$ cat config.mk
export PLATFORM = sky130hd
export DESIGN_NAME = scc_top
export DESIGN_NICKNAME = d
export VERILOG_FILES = /design/src/hdl/scc_pkg.sv /design/src/hdl/scc_top.sv /design/src/hdl/scc_irq.sv /design/src/hdl/scc_rx.sv /design/src/hdl/scc_tx.sv /design/src/hdl/scc_baud_gen.sv /design/src/hdl/scc_regs.sv
export VERILOG_INCLUDE_DIRS = /design/src /design/src/hdl
export SDC_FILE = /design/constraint.sdc
export NUM_CORES = 1
export LEC_CHECK = 0
export BUFFER_PORTS_ARGS = -buffer_cell sky130_fd_sc_hd__buf_2
export CAP_MARGIN = 5
export CORE_MARGIN = 4
export CORE_UTILIZATION = 45
export CTS_CLUSTER_SIZE = 16
export DETAILED_ROUTE_END_ITERATION = 6
export PLACE_DENSITY_LB_ADDON = 0.3
export SETUP_SLACK_MARGIN = 0.02
export SYNTH_ARGS = -nofsm -noshare
export SYNTH_HDL_FRONTEND = slang
export SYNTH_SLANG_ARGS = --single-unit
$ cat constraint.sdc
create_clock -name clk -period 10.4 [get_ports clk]
set_clock_uncertainty 0.1 [all_clocks]
set_input_delay 0 -clock clk [delete_from_list [all_inputs] [get_ports clk]]
set_output_delay 0 -clock clk [all_outputs]
set_load 0.02 [all_outputs]
$ cat src/hdl/scc_consts.svh
`ifndef SCC_CONSTS_SVH
`define SCC_CONSTS_SVH

// bus and register width
`define SCC_DATA_W 8
`define SCC_IDX_W 4 // wr0 pointer, point high gives 8..15

`define SCC_WR15_RST 8'hf8 // all ext/status enables set
// bits a channel reset leaves alone
`define SCC_WR1_KEEP 8'h24 // bits 5, 2
`define SCC_WR5_KEEP 8'h61 // bits 6, 5, 0
`define SCC_RR1_RESIDUE 3'b011 // async mode, fixed code

// register indices
`define SCC_R0 4'd0
`define SCC_R1 4'd1
`define SCC_R3 4'd3
`define SCC_R4 4'd4
`define SCC_R5 4'd5
`define SCC_R9 4'd9
`define SCC_R12 4'd12
`define SCC_R13 4'd13
`define SCC_R15 4'd15

`endif
$ cat src/hdl/scc_pkg.sv
`default_nettype none
`include "scc_consts.svh"

package scc_pkg;

	typedef logic [`SCC_IDX_W-1:0] scc_idx_t;

	// wr0 bits 5:3, 011 (send abort) not handled
	typedef enum logic [2:0] {
		cmd_null = 3'b000,
		cmd_point_high = 3'b001,
		cmd_ext_reset = 3'b010,
		cmd_rx_first = 3'b100,
		cmd_tx_ip_reset = 3'b101,
		cmd_err_reset = 3'b110,
		cmd_reset_ius = 3'b111
	} scc_wr0_cmd_e;

	typedef struct packed {
		logic [1:0] bits_per_char; // wr3 7:6 encoding
		logic parity_en;
		logic parity_even;
		logic two_stop;
		logic [1:0] clk_mode; // x1 x16 x32 x64
		logic rx_en;
		logic tx_en;
		logic [15:0] time_const; // {wr13, wr12}
		logic [2:0] rsvd;
	} scc_ser_cfg_t;

	typedef struct packed {
		logic [1:0] rx_int_mode; // wr1 4:3
		logic tx_int_en;
		logic ext_int_en;
		logic dcd_ie;
		logic mie;
	} scc_int_cfg_t;

	// single cycle strobes
	typedef struct packed {
		logic ext_reset;
		logic tx_ip_reset;
		logic rx_first;
		logic err_reset;
		logic data_read;
	} scc_cmd_t;

	typedef struct packed {
		logic rx_avail;
		logic [`SCC_DATA_W-1:0] rx_data;
		logic parity_err;
		logic frame_err;
	} scc_rx_stat_t;

	typedef struct packed {
		logic rx_ip;
		logic tx_ip;
		logic ext_ip;
		logic dcd_state; // latched or live dcd
	} scc_int_stat_t;

	// 00=5 01=7 10=6 11=8, same coding as the chip
	function automatic logic [3:0] char_bits(input logic [1:0] enc);
		case (enc)
			2'b00: return 4'd5;
			2'b01: return 4'd7;
			2'b10: return 4'd6;
			default: return 4'd8;
		endcase
	endfunction

	// ticks per bit minus one
	function automatic logic [5:0] tick_last(input logic [1:0] mode);
		case (mode)
			2'b00: return 6'd0;
			2'b01: return 6'd15;
			2'b10: return 6'd31;
			default: return 6'd63;
		endcase
	endfunction

endpackage

`default_nettype wire

$ cat src/hdl/scc_top.sv
`timescale 1ns/10ps
`default_nettype none
`include "scc_consts.svh"

module scc_top (
	input wire clk,
	input wire reset_hw,
	input wire i_cs,
	input wire i_we,
	input wire [1:0] i_rs,
	input wire [`SCC_DATA_W-1:0] i_wdata,
	output logic [`SCC_DATA_W-1:0] o_rdata,
	output logic o_irq_n,
	input wire i_rxd,
	output logic o_txd,
	input wire i_cts,
	input wire i_dcd,
	output logic o_rts
);
	import scc_pkg::*;

	scc_ser_cfg_t cfg;
	scc_int_cfg_t icfg;
	scc_cmd_t cmd;
	scc_rx_stat_t rx_stat;
	scc_int_stat_t int_stat;
	logic chan_rst;
	logic tx_load;
	logic [`SCC_DATA_W-1:0] tx_data;
	logic tx_empty;
	logic tx_busy;
	logic baud_tick;

	scc_regs u_regs (
		.clk(clk),
		.reset_hw(reset_hw),
		.i_cs(i_cs),
		.i_we(i_we),
		.i_rs(i_rs),
		.i_wdata(i_wdata),
		.i_rx_stat(rx_stat),
		.i_int_stat(int_stat),
		.i_tx_empty(tx_empty),
		.i_tx_busy(tx_busy),
		.i_cts(i_cts), // straight to rr0 bit 5
		.o_rdata(o_rdata),
		.o_cfg(cfg),
		.o_icfg(icfg),
		.o_cmd(cmd),
		.o_chan_rst(chan_rst),
		.o_tx_load(tx_load),
		.o_tx_data(tx_data)
	);

	scc_baud_gen u_baud (
		.clk(clk),
		.reset_hw(reset_hw),
		.i_cfg(cfg),
		.i_chan_rst(chan_rst),
		.o_tick(baud_tick)
	);

	scc_tx u_tx (
		.clk(clk),
		.reset_hw(reset_hw),
		.i_cfg(cfg),
		.i_chan_rst(chan_rst),
		.i_tick(baud_tick),
		.i_load(tx_load),
		.i_data(tx_data),
		.o_txd(o_txd),
		.o_tx_empty(tx_empty),
		.o_tx_busy(tx_busy)
	);

	scc_rx u_rx (
		.clk(clk),
		.reset_hw(reset_hw),
		.i_cfg(cfg),
		.i_cmd(cmd),
		.i_chan_rst(chan_rst),
		.i_tick(baud_tick),
		.i_rxd(i_rxd),
		.o_rx_stat(rx_stat)
	);

	scc_irq u_irq (
		.clk(clk),
		.reset_hw(reset_hw),
		.i_icfg(icfg),
		.i_cmd(cmd),
		.i_chan_rst(chan_rst),
		.i_tx_busy(tx_busy),
		.i_rx_avail(rx_stat.rx_avail),
		.i_dcd(i_dcd),
		.o_int_stat(int_stat),
		.o_irq_n(o_irq_n)
	);

	assign o_rts = rx_stat.rx_avail; // high while a char waits

endmodule

`default_nettype wire

$ cat src/hdl/scc_irq.sv
`timescale 1ns/10ps
`default_nettype none

module scc_irq (
	input wire clk,
	input wire reset_hw,
	input wire scc_pkg::scc_int_cfg_t i_icfg,
	input wire scc_pkg::scc_cmd_t i_cmd,
	input wire i_chan_rst,
	input wire i_tx_busy,
	input wire i_rx_avail,
	input wire i_dcd,
	output scc_pkg::scc_int_stat_t o_int_stat,
	output logic o_irq_n
);
	logic tx_busy_d;
	logic tx_ip;
	logic rx_ip;
	logic rx_first; // armed for "first char" mode
	logic ext_ip;
	logic [1:0] dcd_sync;
	logic dcd_s;
	logic dcd_latch;
	logic latch_open;
	logic dcd_chg;

	assign dcd_s = dcd_sync[1];
	assign dcd_chg = latch_open & i_icfg.dcd_ie & (dcd_s != dcd_latch);

	// mode 01 first char only, 10 every char
	assign rx_ip = i_rx_avail & ((i_icfg.rx_int_mode == 2'b01 && rx_first) ||
		i_icfg.rx_int_mode == 2'b10);

	always_ff @(posedge clk or posedge reset_hw) begin
		if (reset_hw) begin
			dcd_sync <= 2'b00;
			tx_busy_d <= 1'b0;
			tx_ip <= 1'b0;
			ext_ip <= 1'b0;
			rx_first <= 1'b1;
			dcd_latch <= 1'b0;
			latch_open <= 1'b1;
			o_irq_n <= 1'b1;
		end else if (i_chan_rst) begin
			tx_busy_d <= 1'b0;
			tx_ip <= 1'b0;
			ext_ip <= 1'b0;
			rx_first <= 1'b1;
			dcd_latch <= dcd_s;
			latch_open <= 1'b1;
			o_irq_n <= 1'b1;
		end else begin
			dcd_sync <= {dcd_sync[0], i_dcd};
			tx_busy_d <= i_tx_busy;
			if (i_cmd.tx_ip_reset || !i_icfg.tx_int_en)
				tx_ip <= 1'b0;
			else if (tx_busy_d && !i_tx_busy)
				tx_ip <= 1'b1; // char fully shifted out
			if (i_cmd.rx_first)
				rx_first <= 1'b1;
			else if (i_cmd.data_read)
				rx_first <= 1'b0;
			if (i_cmd.ext_reset) begin
				latch_open <= 1'b1;
				ext_ip <= 1'b0;
				dcd_latch <= dcd_s; // resync so a stale level is no change
			end else if (latch_open) begin
				dcd_latch <= dcd_s; // follows the pin while open
				if (dcd_chg) begin
					latch_open <= 1'b0;
					if (i_icfg.ext_int_en)
						ext_ip <= 1'b1;
				end
			end
			o_irq_n <= ~(i_icfg.mie & (rx_ip | tx_ip | ext_ip));
		end
	end

	assign o_int_stat = '{rx_ip: rx_ip, tx_ip: tx_ip, ext_ip: ext_ip,
		dcd_state: latch_open ? dcd_s : dcd_latch};

endmodule

`default_nettype wire

$ cat src/hdl/scc_rx.sv
`timescale 1ns/10ps
`default_nettype none
`include "scc_consts.svh"

module scc_rx (
	input wire clk,
	input wire reset_hw,
	input wire scc_pkg::scc_ser_cfg_t i_cfg,
	input wire scc_pkg::scc_cmd_t i_cmd,
	input wire i_chan_rst,
	input wire i_tick,
	input wire i_rxd,
	output scc_pkg::scc_rx_stat_t o_rx_stat
);
	import scc_pkg::*;

	typedef enum logic [1:0] {st_idle, st_start, st_data, st_stop} rx_state_e;

	rx_state_e state;
	logic [1:0] sync; // [1] is safe to use
	logic rxd;
	logic [5:0] tcnt;
	logic [5:0] tlast;
	logic [5:0] target;
	logic sample; // tick at a bit centre
	logic [3:0] nbits;
	logic [3:0] bits_left;
	logic [8:0] shreg; // data + parity, enters at the top
	logic [8:0] aligned;
	logic [`SCC_DATA_W-1:0] dmask;
	logic [`SCC_DATA_W-1:0] rdata;
	logic par_bad;
	logic rx_avail;
	logic [`SCC_DATA_W-1:0] rx_data;
	logic parity_err;
	logic frame_err;

	assign rxd = sync[1];
	assign nbits = char_bits(i_cfg.bits_per_char);
	assign tlast = tick_last(i_cfg.clk_mode);
	assign target = (state == st_start) ? tlast >> 1 : tlast; // half a bit to confirm start
	assign sample = i_tick && tcnt == target;

	assign aligned = shreg >> (4'd9 - nbits - i_cfg.parity_en);
	assign dmask = 8'hff >> (4'd8 - nbits);
	assign rdata = aligned[7:0] & dmask;
	assign par_bad = i_cfg.parity_en & (^rdata ^ aligned[nbits] ^ ~i_cfg.parity_even);

	always_ff @(posedge clk or posedge reset_hw) begin
		if (reset_hw) begin
			sync <= 2'b11;
			state <= st_idle;
			tcnt <= '0;
			bits_left <= '0;
			rx_avail <= 1'b0;
			parity_err <= 1'b0;
			frame_err <= 1'b0;
		end else if (i_chan_rst) begin
			state <= st_idle;
			tcnt <= '0;
			rx_avail <= 1'b0;
			parity_err <= 1'b0;
			frame_err <= 1'b0;
		end else begin
			sync <= {sync[0], i_rxd};
			if (i_cmd.data_read)
				rx_avail <= 1'b0;
			if (i_cmd.err_reset) begin
				parity_err <= 1'b0;
				frame_err <= 1'b0;
			end
			if (!i_cfg.rx_en)
				state <= st_idle;
			else if (i_tick) begin
				tcnt <= sample ? 6'd0 : tcnt + 1'b1;
				case (state)
					st_idle: begin
						tcnt <= '0;
						if (!rxd) begin // falling edge of start
							state <= (tlast == '0) ? st_data : st_start; // x1 skips the check
							bits_left <= nbits + i_cfg.parity_en;
						end
					end
					st_start: if (sample)
						state <= rxd ? st_idle : st_data; // glitch, back to hunt
					st_data: if (sample) begin
						bits_left <= bits_left - 1'b1;
						if (bits_left == 4'd1)
							state <= st_stop;
					end
					st_stop: if (sample) begin
						state <= st_idle;
						rx_avail <= 1'b1; // wins over a read on the same edge
						parity_err <= parity_err | par_bad; // sticky
						frame_err <= frame_err | ~rxd;
					end
				endcase
			end
		end
	end

	always_ff @(posedge clk) begin
		if (state == st_data && sample)
			shreg <= {rxd, shreg[8:1]};
		if (state == st_stop && sample)
			rx_data <= rdata; // unread char is lost
	end

	assign o_rx_stat = '{rx_avail: rx_avail, rx_data: rx_data,
		parity_err: parity_err, frame_err: frame_err};

endmodule

`default_nettype wire

$ cat src/hdl/scc_tx.sv
`timescale 1ns/10ps
`default_nettype none
`include "scc_consts.svh"

module scc_tx (
	input wire clk,
	input wire reset_hw,
	input wire scc_pkg::scc_ser_cfg_t i_cfg,
	input wire i_chan_rst,
	input wire i_tick,
	input wire i_load,
	input wire [`SCC_DATA_W-1:0] i_data,
	output logic o_txd,
	output logic o_tx_empty,
	output logic o_tx_busy
);
	import scc_pkg::*;

	logic buf_full;
	logic [`SCC_DATA_W-1:0] buf_data; // holding buffer
	logic busy;
	logic [10:0] sh; // bits after the current one, lsb first
	logic [3:0] bits_left; // incl. the bit on the line
	logic [5:0] tcnt;
	logic [5:0] tlast;
	logic [3:0] nbits;
	logic [`SCC_DATA_W-1:0] dmask;
	logic [`SCC_DATA_W-1:0] dbits;
	logic par;
	logic [10:0] frame;
	logic [3:0] frame_len;
	logic start;
	logic bit_done;

	assign nbits = char_bits(i_cfg.bits_per_char);
	assign tlast = tick_last(i_cfg.clk_mode);
	assign dmask = 8'hff >> (4'd8 - nbits);
	assign dbits = buf_data & dmask;
	assign par = ^dbits ^ ~i_cfg.parity_even;
	assign frame_len = 4'd2 + nbits + i_cfg.parity_en + i_cfg.two_stop;

	always_comb begin
		frame = {3'b111, dbits | ~dmask}; // marks above the data
		if (i_cfg.parity_en)
			frame[nbits] = par;
	end

	assign start = i_tick & ~busy & buf_full & i_cfg.tx_en;
	assign bit_done = busy & i_tick & (tcnt == tlast);

	always_ff @(posedge clk or posedge reset_hw) begin
		if (reset_hw) begin
			buf_full <= 1'b0;
			busy <= 1'b0;
			o_txd <= 1'b1;
			tcnt <= '0;
			bits_left <= '0;
		end else if (i_chan_rst) begin
			buf_full <= 1'b0;
			busy <= 1'b0;
			o_txd <= 1'b1;
			tcnt <= '0;
			bits_left <= '0;
		end else begin
			if (start) begin
				busy <= 1'b1;
				buf_full <= 1'b0;
				o_txd <= 1'b0; // start bit
				bits_left <= frame_len;
				tcnt <= '0;
			end else if (busy && i_tick) begin
				tcnt <= bit_done ? 6'd0 : tcnt + 1'b1;
				if (bit_done) begin
					bits_left <= bits_left - 1'b1;
					if (bits_left == 4'd1) begin
						busy <= 1'b0; // last stop bit done
						o_txd <= 1'b1;
					end else
						o_txd <= sh[0];
				end
			end
			if (i_load)
				buf_full <= 1'b1; // a waiting byte is overwritten
		end
	end

	always_ff @(posedge clk) begin
		if (start)
			sh <= frame;
		else if (bit_done)
			sh <= {1'b1, sh[10:1]};
		if (i_load)
			buf_data <= i_data;
	end

	assign o_tx_empty = ~buf_full;
	assign o_tx_busy = busy;

	// line rests at mark between frames
	a_idle_mark: assert property (@(posedge clk) disable iff (reset_hw)
		!busy |-> o_txd);

endmodule

`default_nettype wire

$ cat src/hdl/scc_baud_gen.sv
`timescale 1ns/10ps
`default_nettype none

module scc_baud_gen (
	input wire clk,
	input wire reset_hw,
	input wire scc_pkg::scc_ser_cfg_t i_cfg,
	input wire i_chan_rst,
	output logic o_tick
);
	logic [17:0] cnt;
	logic [17:0] reload;

	// period 2 * (tc + 2) clocks
	assign reload = {{1'b0, i_cfg.time_const} + 17'd2, 1'b0} - 18'd1;

	always_ff @(posedge clk or posedge reset_hw) begin
		if (reset_hw) begin
			cnt <= '0;
			o_tick <= 1'b0;
		end else if (i_chan_rst) begin
			cnt <= reload; // restart a full period
			o_tick <= 1'b0;
		end else begin
			o_tick <= cnt == '0;
			if (cnt == '0)
				cnt <= reload; // new tc seen here only
			else
				cnt <= cnt - 1'b1;
		end
	end

endmodule

`default_nettype wire

$ cat src/hdl/scc_regs.sv
`timescale 1ns/10ps
`default_nettype none
`include "scc_consts.svh"

module scc_regs (
	input wire clk,
	input wire reset_hw,
	input wire i_cs,
	input wire i_we,
	input wire [1:0] i_rs, // [1] data/ctl, [0] must be 1 for channel a
	input wire [`SCC_DATA_W-1:0] i_wdata,
	input wire scc_pkg::scc_rx_stat_t i_rx_stat,
	input wire scc_pkg::scc_int_stat_t i_int_stat,
	input wire i_tx_empty,
	input wire i_tx_busy,
	input wire i_cts,
	output logic [`SCC_DATA_W-1:0] o_rdata,
	output scc_pkg::scc_ser_cfg_t o_cfg,
	output scc_pkg::scc_int_cfg_t o_icfg,
	output scc_pkg::scc_cmd_t o_cmd,
	output logic o_chan_rst,
	output logic o_tx_load,
	output logic [`SCC_DATA_W-1:0] o_tx_data
);
	import scc_pkg::*;

	scc_idx_t ptr; // pointer used by the current access
	scc_idx_t ptr_next; // takes over once cs drops
	scc_wr0_cmd_e wr0_cmd;
	logic ctl_acc;
	logic ctl_wr;
	logic data_acc;
	logic cmd_wr;
	logic rst_full;
	logic mie; // wr9 bit 3, the only wr9 bit kept
	logic [`SCC_DATA_W-1:0] wr1, wr3, wr4, wr5, wr12, wr13, wr15;
	logic [`SCC_DATA_W-1:0] rr0, rr1, rr3, rr15;

	assign ctl_acc = i_cs & ~i_rs[1] & i_rs[0];
	assign ctl_wr = ctl_acc & i_we;
	assign data_acc = i_cs & i_rs[1] & i_rs[0];
	assign cmd_wr = ctl_wr && ptr == `SCC_R0;
	assign wr0_cmd = scc_wr0_cmd_e'(i_wdata[5:3]);

	// wr9 7:6, 11 full reset, 10 channel reset, 01 is channel b
	assign rst_full = ctl_wr && ptr == `SCC_R9 && i_wdata[7:6] == 2'b11;
	assign o_chan_rst = rst_full | (ctl_wr && ptr == `SCC_R9 && i_wdata[7:6] == 2'b10);

	always_ff @(posedge clk or posedge reset_hw) begin
		if (reset_hw) begin
			ptr <= '0;
			ptr_next <= '0;
		end else begin
			if (!i_cs)
				ptr <= ptr_next; // rdata stays stable during the strobe
			if (ctl_acc) begin
				ptr_next <= '0; // any ctl access returns to wr0
				if (i_we && ptr == `SCC_R0)
					ptr_next <= {wr0_cmd == cmd_point_high, i_wdata[2:0]};
			end
		end
	end

	// wr1/wr5 obey both software resets
	always_ff @(posedge clk or posedge reset_hw) begin
		if (reset_hw) begin
			wr1 <= '0;
			wr5 <= '0;
		end else if (rst_full) begin
			wr1 <= '0;
			wr5 <= '0;
		end else if (o_chan_rst) begin
			wr1 <= wr1 & `SCC_WR1_KEEP;
			wr5 <= wr5 & `SCC_WR5_KEEP;
		end else if (ctl_wr) begin
			if (ptr == `SCC_R1)
				wr1 <= i_wdata;
			if (ptr == `SCC_R5)
				wr5 <= i_wdata;
		end
	end

	always_ff @(posedge clk or posedge reset_hw) begin
		if (reset_hw) begin
			wr3 <= '0;
			wr4 <= '0;
			wr12 <= '0;
			wr13 <= '0;
			wr15 <= `SCC_WR15_RST;
			mie <= 1'b0;
		end else if (ctl_wr) begin
			case (ptr)
				`SCC_R3: wr3 <= i_wdata;
				`SCC_R4: wr4 <= i_wdata;
				`SCC_R12: wr12 <= i_wdata;
				`SCC_R13: wr13 <= i_wdata;
				`SCC_R15: wr15 <= i_wdata;
				`SCC_R9: begin
					mie <= i_wdata[3]; // reset codes come with the same write
					if (rst_full)
						wr15 <= `SCC_WR15_RST;
				end
				default: ;
			endcase
		end
	end

	always_comb begin
		o_cfg.bits_per_char = wr3[7:6];
		o_cfg.parity_en = wr4[0];
		o_cfg.parity_even = wr4[1];
		o_cfg.two_stop = wr4[3:2] == 2'b11; // 1.5 stop treated as one
		o_cfg.clk_mode = wr4[7:6];
		o_cfg.rx_en = wr3[0];
		o_cfg.tx_en = wr5[3];
		o_cfg.time_const = {wr13, wr12};
		o_cfg.rsvd = '0;
		o_icfg.rx_int_mode = wr3[0] ? wr1[4:3] : 2'b00; // no rx irq while rx off
		o_icfg.tx_int_en = wr1[1] & wr5[3];
		o_icfg.ext_int_en = wr1[0];
		o_icfg.dcd_ie = wr15[3];
		o_icfg.mie = mie;
	end

	always_comb begin
		o_cmd.ext_reset = cmd_wr && wr0_cmd == cmd_ext_reset;
		// reset highest ius only ever has the tx source to clear
		o_cmd.tx_ip_reset = cmd_wr && (wr0_cmd == cmd_tx_ip_reset || wr0_cmd == cmd_reset_ius);
		o_cmd.rx_first = cmd_wr && wr0_cmd == cmd_rx_first;
		o_cmd.err_reset = cmd_wr && wr0_cmd == cmd_err_reset;
		o_cmd.data_read = data_acc & ~i_we;
	end

	assign o_tx_load = data_acc & i_we;
	assign o_tx_data = i_wdata;

	assign rr0 = {1'b0, 1'b1, i_cts, 1'b0, // break, underrun, cts, hunt
		i_int_stat.dcd_state, i_tx_empty, 1'b0, i_rx_stat.rx_avail};
	assign rr1 = {1'b0, i_rx_stat.frame_err, 1'b0, i_rx_stat.parity_err,
		`SCC_RR1_RESIDUE, ~i_tx_busy}; // all sent
	assign rr3 = {2'b00, i_int_stat.rx_ip, i_int_stat.tx_ip, i_int_stat.ext_ip, 3'b000};
	assign rr15 = {wr15[7:3], 1'b0, wr15[1], 1'b0};

	// images of rr0..3 at 4..7, as on the real part
	always_comb begin
		if (!i_rs[0])
			o_rdata = '1; // channel b absent
		else if (i_rs[1])
			o_rdata = i_rx_stat.rx_data;
		else begin
			case (ptr)
				`SCC_R0, 4'd4: o_rdata = rr0;
				`SCC_R1, 4'd5: o_rdata = rr1;
				`SCC_R3, 4'd7: o_rdata = rr3;
				4'd8: o_rdata = i_rx_stat.rx_data;
				`SCC_R9, `SCC_R13: o_rdata = wr13;
				`SCC_R12: o_rdata = wr12;
				4'd11, `SCC_R15: o_rdata = rr15;
				default: o_rdata = '0;
			endcase
		end
	end

	// pointer only moves between strobes
	a_ptr_hold: assert property (@(posedge clk) disable iff (reset_hw)
		i_cs |=> $stable(ptr));

endmodule

`default_nettype wire

**Word-level counts from Yosys, hierarchy flattened**

Index checks and enable logic that the tools add are counted.

- $add $sub $neg: 14
- Order comparisons: 2
- Equality and inequality tests: 43
- Shifts and indexed selects: 2
- Mux-type cells: 107
- Bitwise logic cells: 38
- Reduce and logical (&&, ||, !) cells: 65

Operators with widths:

| operator | number |
|---|---|
| 2-to-1 mux 6 bit | 10 |
| one-hot mux 8 bit (7 select lines) | 1 |
| 2-to-1 mux 1 bit | 54 |
| 2-to-1 mux 4 bit | 11 |
| 2-to-1 mux 18 bit | 2 |
| nonzero test 3 bit | 12 |
| subtractor 18 x 1 -> 18 bit (second input constant) | 2 |
| 2-to-1 mux 11 bit | 3 |
| == test 4 bit (second input constant) | 6 |
| 2-to-1 mux 8 bit | 3 |
| 2-to-1 mux 2 bit | 11 |
| 2-to-1 mux 5 bit | 4 |
| bitwise AND 1 bit | 18 |
| zero test 18 bit | 1 |
| one-hot mux 6 bit (3 select lines) | 1 |
| AND reduction 2 bit | 9 |
| adder 16 x 2 -> 17 bit (second input constant) | 1 |
| bitwise AND 8 bit | 2 |
| == test 2 bit (second input constant) | 8 |
| logical AND 1 bit | 16 |
| != test 4 x 3 -> 1 bit (second input constant) | 4 |
| one-hot mux 8 bit (2 select lines) | 1 |
| parity 8 bit | 2 |
| adder 4 x 1 -> 4 bit | 3 |
| other kinds (42) | 86 |

- Register bits: 150
- Input port bits: 17
- Output and inout bits: 11
- Word-level logic and storage cells: 307

**Depth between registers and ports, before layout**

- Depth in word-level cells: 16
- Gate-level depth with buffers: 19
- Depth with buffers taken out: 17

**Modules after synthesis**

A second synthesis with hierarchy kept.

- Cell total of the unflattened synthesis: 892
- Area total of the unflattened synthesis: 8842.2 µm²

By module, submodules not included:

| module | times used | cells each | area an instance (µm²) | seq. area each (µm²) |
|---|---|---|---|---|
| scc_regs | 1 | 247 | 2597.5 | 1132.3 |
| scc_rx | 1 | 220 | 2274.7 | 938.4 |
| scc_baud_gen | 1 | 223 | 1785.5 | 475.5 |
| scc_tx | 1 | 166 | 1759.2 | 897.1 |
| scc_irq | 1 | 36 | 425.4 | 229.0 |

**Worst setup path after synthesis**

OpenSTA, ideal clock, no wires.

- Path type: register to register
- From: register u_regs.wr3[7]
- To: register u_rx.parity_err
- Setup time: 87 ps
- Data arrival time: 3564 ps
- Data required time: 10213 ps
- Path slack: 6649 ps
- Stages on the path, launching flop included: 20
- Path buffers: 2
- Clock period less this slack: 3751 ps
- Cells stage by stage: dfrtp_1 > inv_1 > ha_1 > clkbuf_1 > nor2_1 > inv_1 > ha_1 > inv_1 > ha_1 > inv_1 > ha_1 > clkbuf_1 > inv_1 > a2111oi_1 > nor4_2 > xnor2_1 > xnor2_1 > xnor2_1 > xnor2_1 > a211oi_2

- Longest elaborated chain between the ends: 16
- Elaborated cells on any way between the ends: 22
- Classes of those cells: add/sub: 3; eq/ne: 2; shift: 2; mux: 8; bitwise: 5; reduce/logical: 2

Ends and longest elaborated chain:

| element | line | source |
|---|---|---|
| from (decl) | scc_regs.sv:36 | `` logic [`SCC_DATA_W-1:0] wr1, wr3, wr4, wr5, wr12, wr13, wr15; `` |
| from (signal assigned) | scc_regs.sv:93 | `` `SCC_R3: wr3 <= i_wdata; `` |
| == test 2 bit (tied with other cells) | scc_pkg.sv:64 | `case (enc)` |
| one-hot mux 4 bit (3 select lines) (*) | scc_pkg.sv:64 |  |
| subtractor 4 bit | scc_rx.sv:44 | `assign aligned = shreg >> (4'd9 - nbits - i_cfg.parity_en);` |
| subtractor 4 x 1 -> 4 bit | scc_rx.sv:44 |  |
| >> shifter 9 x 4 -> 9 bit | scc_rx.sv:44 |  |
| bitwise AND 8 bit (*) | scc_rx.sv:46 | `assign rdata = aligned[7:0] & dmask;` |
| via u_rx.rdata[2] | scc_rx.sv:31 | `` logic [`SCC_DATA_W-1:0] rdata; `` |
| parity 8 bit (*) | scc_rx.sv:47 | `assign par_bad = i_cfg.parity_en & (^rdata ^ aligned[nbits] ^ ~i_cfg.parity_even);` |
| bitwise XOR 1 bit (*) (2 in series) | scc_rx.sv:47 |  |
| bitwise AND 1 bit (*) | scc_rx.sv:47 |  |
| OR 1 bit (*) | scc_rx.sv:94 | `parity_err <= parity_err \| par_bad;` |
| 2-to-1 mux 1 bit (*) | scc_rx.sv:91 | `st_stop: if (sample) begin` |
| 2-to-1 mux 1 bit (*) | scc_rx.sv:76 | `case (state)` |
| 2-to-1 mux 1 bit (*) | scc_rx.sv:74 | `else if (i_tick) begin` |
| 2-to-1 mux 1 bit (*) | scc_rx.sv:72 | `if (!i_cfg.rx_en)` |
| 2-to-1 mux 1 bit (*) | scc_rx.sv:58 | `end else if (i_chan_rst) begin` |
| to (signal assigned) | scc_rx.sv:94 |  |
| to (decl) | scc_rx.sv:35 | `logic parity_err;` |

The timed path passes the listed nets; every way through them passes the cells marked *. The select of a mux whose other input is x is not followed.
A chain may end at the register's enable or synchronous reset.

**Final worst setup path**

- From: register u_regs.wr3[6]
- To: register u_rx.parity_err

- Longest elaborated chain between the ends: 16
- Elaborated cells on any way between the ends: 22
- Classes of those cells: add/sub: 3; eq/ne: 2; shift: 2; mux: 8; bitwise: 5; reduce/logical: 2

Ends and longest elaborated chain:

| element | line |
|---|---|
| == test 2 bit (tied with other cells) | scc_pkg.sv:64 |
| one-hot mux 4 bit (3 select lines) (*) | scc_pkg.sv:64 |
| subtractor 4 bit | scc_rx.sv:44 |
| subtractor 4 x 1 -> 4 bit | scc_rx.sv:44 |
| >> shifter 9 x 4 -> 9 bit | scc_rx.sv:44 |
| binary-select mux 1 bit (select 4 bit) / bitwise AND 8 bit (equally long branches) | scc_rx.sv:47, scc_rx.sv:46 |
| 2-to-1 mux 1 bit (not written as such) / parity 8 bit (equally long branches) | scc_rx.sv:47 |
| bitwise XOR 1 bit (*) (2 in series) | scc_rx.sv:47 |
| bitwise AND 1 bit (*) | scc_rx.sv:47 |
| OR 1 bit (*) | scc_rx.sv:94 |
| 2-to-1 mux 1 bit (*) | scc_rx.sv:91 |
| 2-to-1 mux 1 bit (*) | scc_rx.sv:76 |
| 2-to-1 mux 1 bit (*) | scc_rx.sv:74 |
| 2-to-1 mux 1 bit (*) | scc_rx.sv:72 |
| 2-to-1 mux 1 bit (*) | scc_rx.sv:58 |

Mark *: on every way between the ends. The rest lies on a longest branch, timed or not. The select of a mux whose other input is x is not followed.

==> flow_summary_export.csv <==
group,metric,value,unit
clocking,cts_root_buf,"clkbuf_16",
detailed_routing,vias,6368,
setup_path,worstSetupPathType,"reg2reg",
synth,synth_cells,861,
timing,setup_viol,0,
timing,hold_ws,0.0417,ns
clocking,max-clock-path-buffers,2,
layout,finish.utilization,51.4,%
layout,nets,917,
timing,max_slew.worst_pin.slew,1.06,ns
setup_path,start_kind,"register",
timing,rsz0062_at_grt,"no",
clocking,cts_tree,"built",
timing,hold_viol,0,
synth,ys_ff_latch,139,
power,peakVddDrop,0.133,mV
synth,ys.flop_type,"dfrtp_1",
timing,fin_crit_sh,43.1,%
clocking,clk_latency,0.42,ns
floorplanning,dieWidth,144,um
clocking,clock_sinks,139,
synth,yosys-top-cells-count,"nand2_1 (101), dfrtp_1 (92), nor2_1 (90)",
synth,synth_top_area_share,27.8,%
floorplanning,row_count,49,
timing,maxSlewHeadroom,29.1,%
placed_design,hpwl,13.6,mm
run_status,outcome,"finished clean",
timing,maxSlewViolCount,0,
detailed_routing,ant_nets,0,
power,power_density,180,mW/mm2
layout,final_area,0.00926,mm2
global_route,grt_pass1_wl,32.1,mm
clocking,cts_buffers,17,
floorplanning,core_area,0.0180,mm2
synth,avgSynthCellArea,9.62,um2
placed_design,numPortBuffers,27,
synth,yosysTopAreaCell,"dfrtp_1",
floorplanning,num_io_pins,28,
global_route,gr-total-overflow,0,
layout,seq_area,0.00367,mm2
run,maxCapViolations,0,
detailed_routing,wl_per_cell,17.3,um
layout,final.fill_count,1645,
placed_design,dp_cells,1073,
global_route,gr-usage-all-layers,19.6,%
detailed_routing,postRouteWirelength,19.3,mm
floorplanning,fp.dieH,144,um
clocking,htreeDepth,4,
setup_path,cp-end-kind,"register",
timing,tns,0,ns
clocking,postCtsSetupBuffers,0,
synth,yosysMostFrequentCell,"nand2_1",
layout,layout.cells.non_filler,1120,
setup_path,cp_data_arrival_time,4.71,ns
power,power,1.67,mW
floorplanning,initial_core_util,46.0,%
synth,yosysSeqAreaShare,44.3,%
synth,syn-cell-area,0.00828,mm2
synth,ys_warn_count,0,
setup_path,critPathMaxFanout,17,
detailed_routing,avgViaCountPerCell,5.69,
placed_design,place_area,0.00852,mm2
detailed_routing,drtIter0Drc,413,
timing,fin_crit,4.48,ns
timing,finalWorstSetupSlack,5.92,ns
setup_path,cp.required,10.63,ns
synth,synth_area_leaders,"dfrtp_1 (28%), edfxtp_1 (13%), mux2_2 (4.6%)",
layout,syn_to_final_growth,11.8,%
setup_path,r2r_slack,5.92,ns
floorplanning,dieArea,0.0206,mm2
synth,ys_types,74,
synth,postSynth.asyncResetShare,74.1,%
placed_design,dp_slack,5.93,ns
layout,drive_gt1_share,14.5,%
hold_path,min-delay-path-class,"in2reg",
layout,multi_input_area,0.00428,mm2
synth,synth_edf_count,36,
timing,fmax,223,MHz
synth,syn_nets,900,
global_route,grt_antenna_before_repair,0,
detailed_routing,drtPass1Iterations,5,
clocking,clk_pin_slew,0.06,ns
detailed_routing,drc_errors,0,
power,leakagePower,3.81,nW
placed_design,place.gp.congestion,0.905,
global_route,grt_max_degree,60,
layout,diodes,0,
global_route,grt_pass1_vias,6120,
[path summary, 6_finish.rpt]
kind                               start                 end  cells after the start
max                        u_regs.wr3[6]     u_rx.parity_err                     15
min                              i_rs[0]  u_regs.ptr_next[3]                      3
max reg2reg                u_regs.wr3[6]     u_rx.parity_err                     15
min reg2reg                u_rx.shreg[1]       u_rx.shreg[0]                      0
max in group asynchronous       reset_hw  u_regs.ptr_next[0]                      4
min in group asynchronous       reset_hw       u_regs.wr4[7]                      3
[cells by family (layout without fill, tap and decap cells)]
| family | after synthesis | after routing | synth area share [%] |
|---|---|---|---|
| and+or+nand+nor | 328 | 328 | 19.2 |
| muxes | 65 | 65 | 9.03 |
| AOI/OAI and AO/OA | 160 | 160 | 12.5 |
| DFF | 139 | 139 | 44.3 |
| adders and majority gates | 22 | 22 | 3.50 |
| xor gates and xnor gates | 70 | 70 | 7.40 |
| buffers and inverters | 77 | 107 | 4.02 |
[report_power, final]
| part | leakage, nW | total (mW) | internal (mW) | switching [mW] |
|---|---|---|---|---|
| clock network | 0.290 | 0.617 | 0.382 | 0.235 |
| logic | 1.93 | 0.394 | 0.178 | 0.216 |
| registers | 1.59 | 0.654 | 0.605 | 0.0485 |
| total | 3.81 | 1.67 | 1.17 | 0.500 |
[layer usage]
layer	track usage (%)	wire length [um]	vias up
met5	0	0	-
met4	4.91	272	0
met3	4.13	1040	21
met2	30.9	9130	178
met1	27.8	8880	3078
li1	-	-	3091
[layout by cell type (no fill, tap or decap), types with 5 or more instances in the layout]
master / count
buf_2: 27
xnor2_1: 41
dfstp_2: 11
nand2b_1: 5
xor2_1: 29
o22ai_1: 9
and3_1: 10
a21oi_1: 45
or2_2: 5
mux2_2: 34
o211ai_1: 7
inv_1: 28
nor4_1: 5
nand3_1: 33
mux2i_1: 26
a22o_1: 6
edfxtp_1: 36
nor2_1: 89
ha_1: 20
dlygate4sd3_1: 15
and2_1: 6
clkbuf_16: 17
dfrtp_1: 92
nor2b_1: 13
o21ai_0: 34
a211oi_1: 8
nand2_1: 101
clkinv_2: 5
nor3_1: 17
a31oi_1: 9
nand4_1: 8
or3_1: 6
[final cells by class]
class / instances / area share [%]
clock buffer: 20 / 4.82
clock inverter: 12 / 1.59
inverter: 29 / 1.20
multi-input combinational: 645 / 46.2
sequential: 139 / 39.7
tap: 229 / 3.09
timing repair buffer: 46 / 3.40
[worst max-delay path, cell delays in order, from the launching register on]
cell and delay [ns]:
dfrtp_1 0.42, inv_1 0.20, ha_1 0.47, nor2_1 0.19, inv_1 0.13, ha_1 0.15, inv_1 0.06, fa_1 0.97
mux4_2 0.63, o21ai_0 0.20, o2bb2ai_1 0.13, nand2_1 0.06, a21oi_1 0.19, xnor2_1 0.17, xnor2_1 0.11, a211oi_2 0.21
[state kept, by name, summed over array words and instances (netlist names), 6 cells and up]
name and cells:
u_tx.sh 11, u_regs.wr15 6, u_tx.tcnt 6, u_baud.cnt 18, u_rx.shreg 9, u_rx.tcnt 6, u_regs.wr13 8, u_regs.wr12 8
u_rx.rx_data 8, u_tx.buf_data 8, u_regs.wr4 6
[what timing repair did]
action	4_1_cts	5_1_grt
gates resized for setup	0	0
endpoints found under the hold margin	114	0
hold buffers	15	0
(Power assumes the default switching activity.)
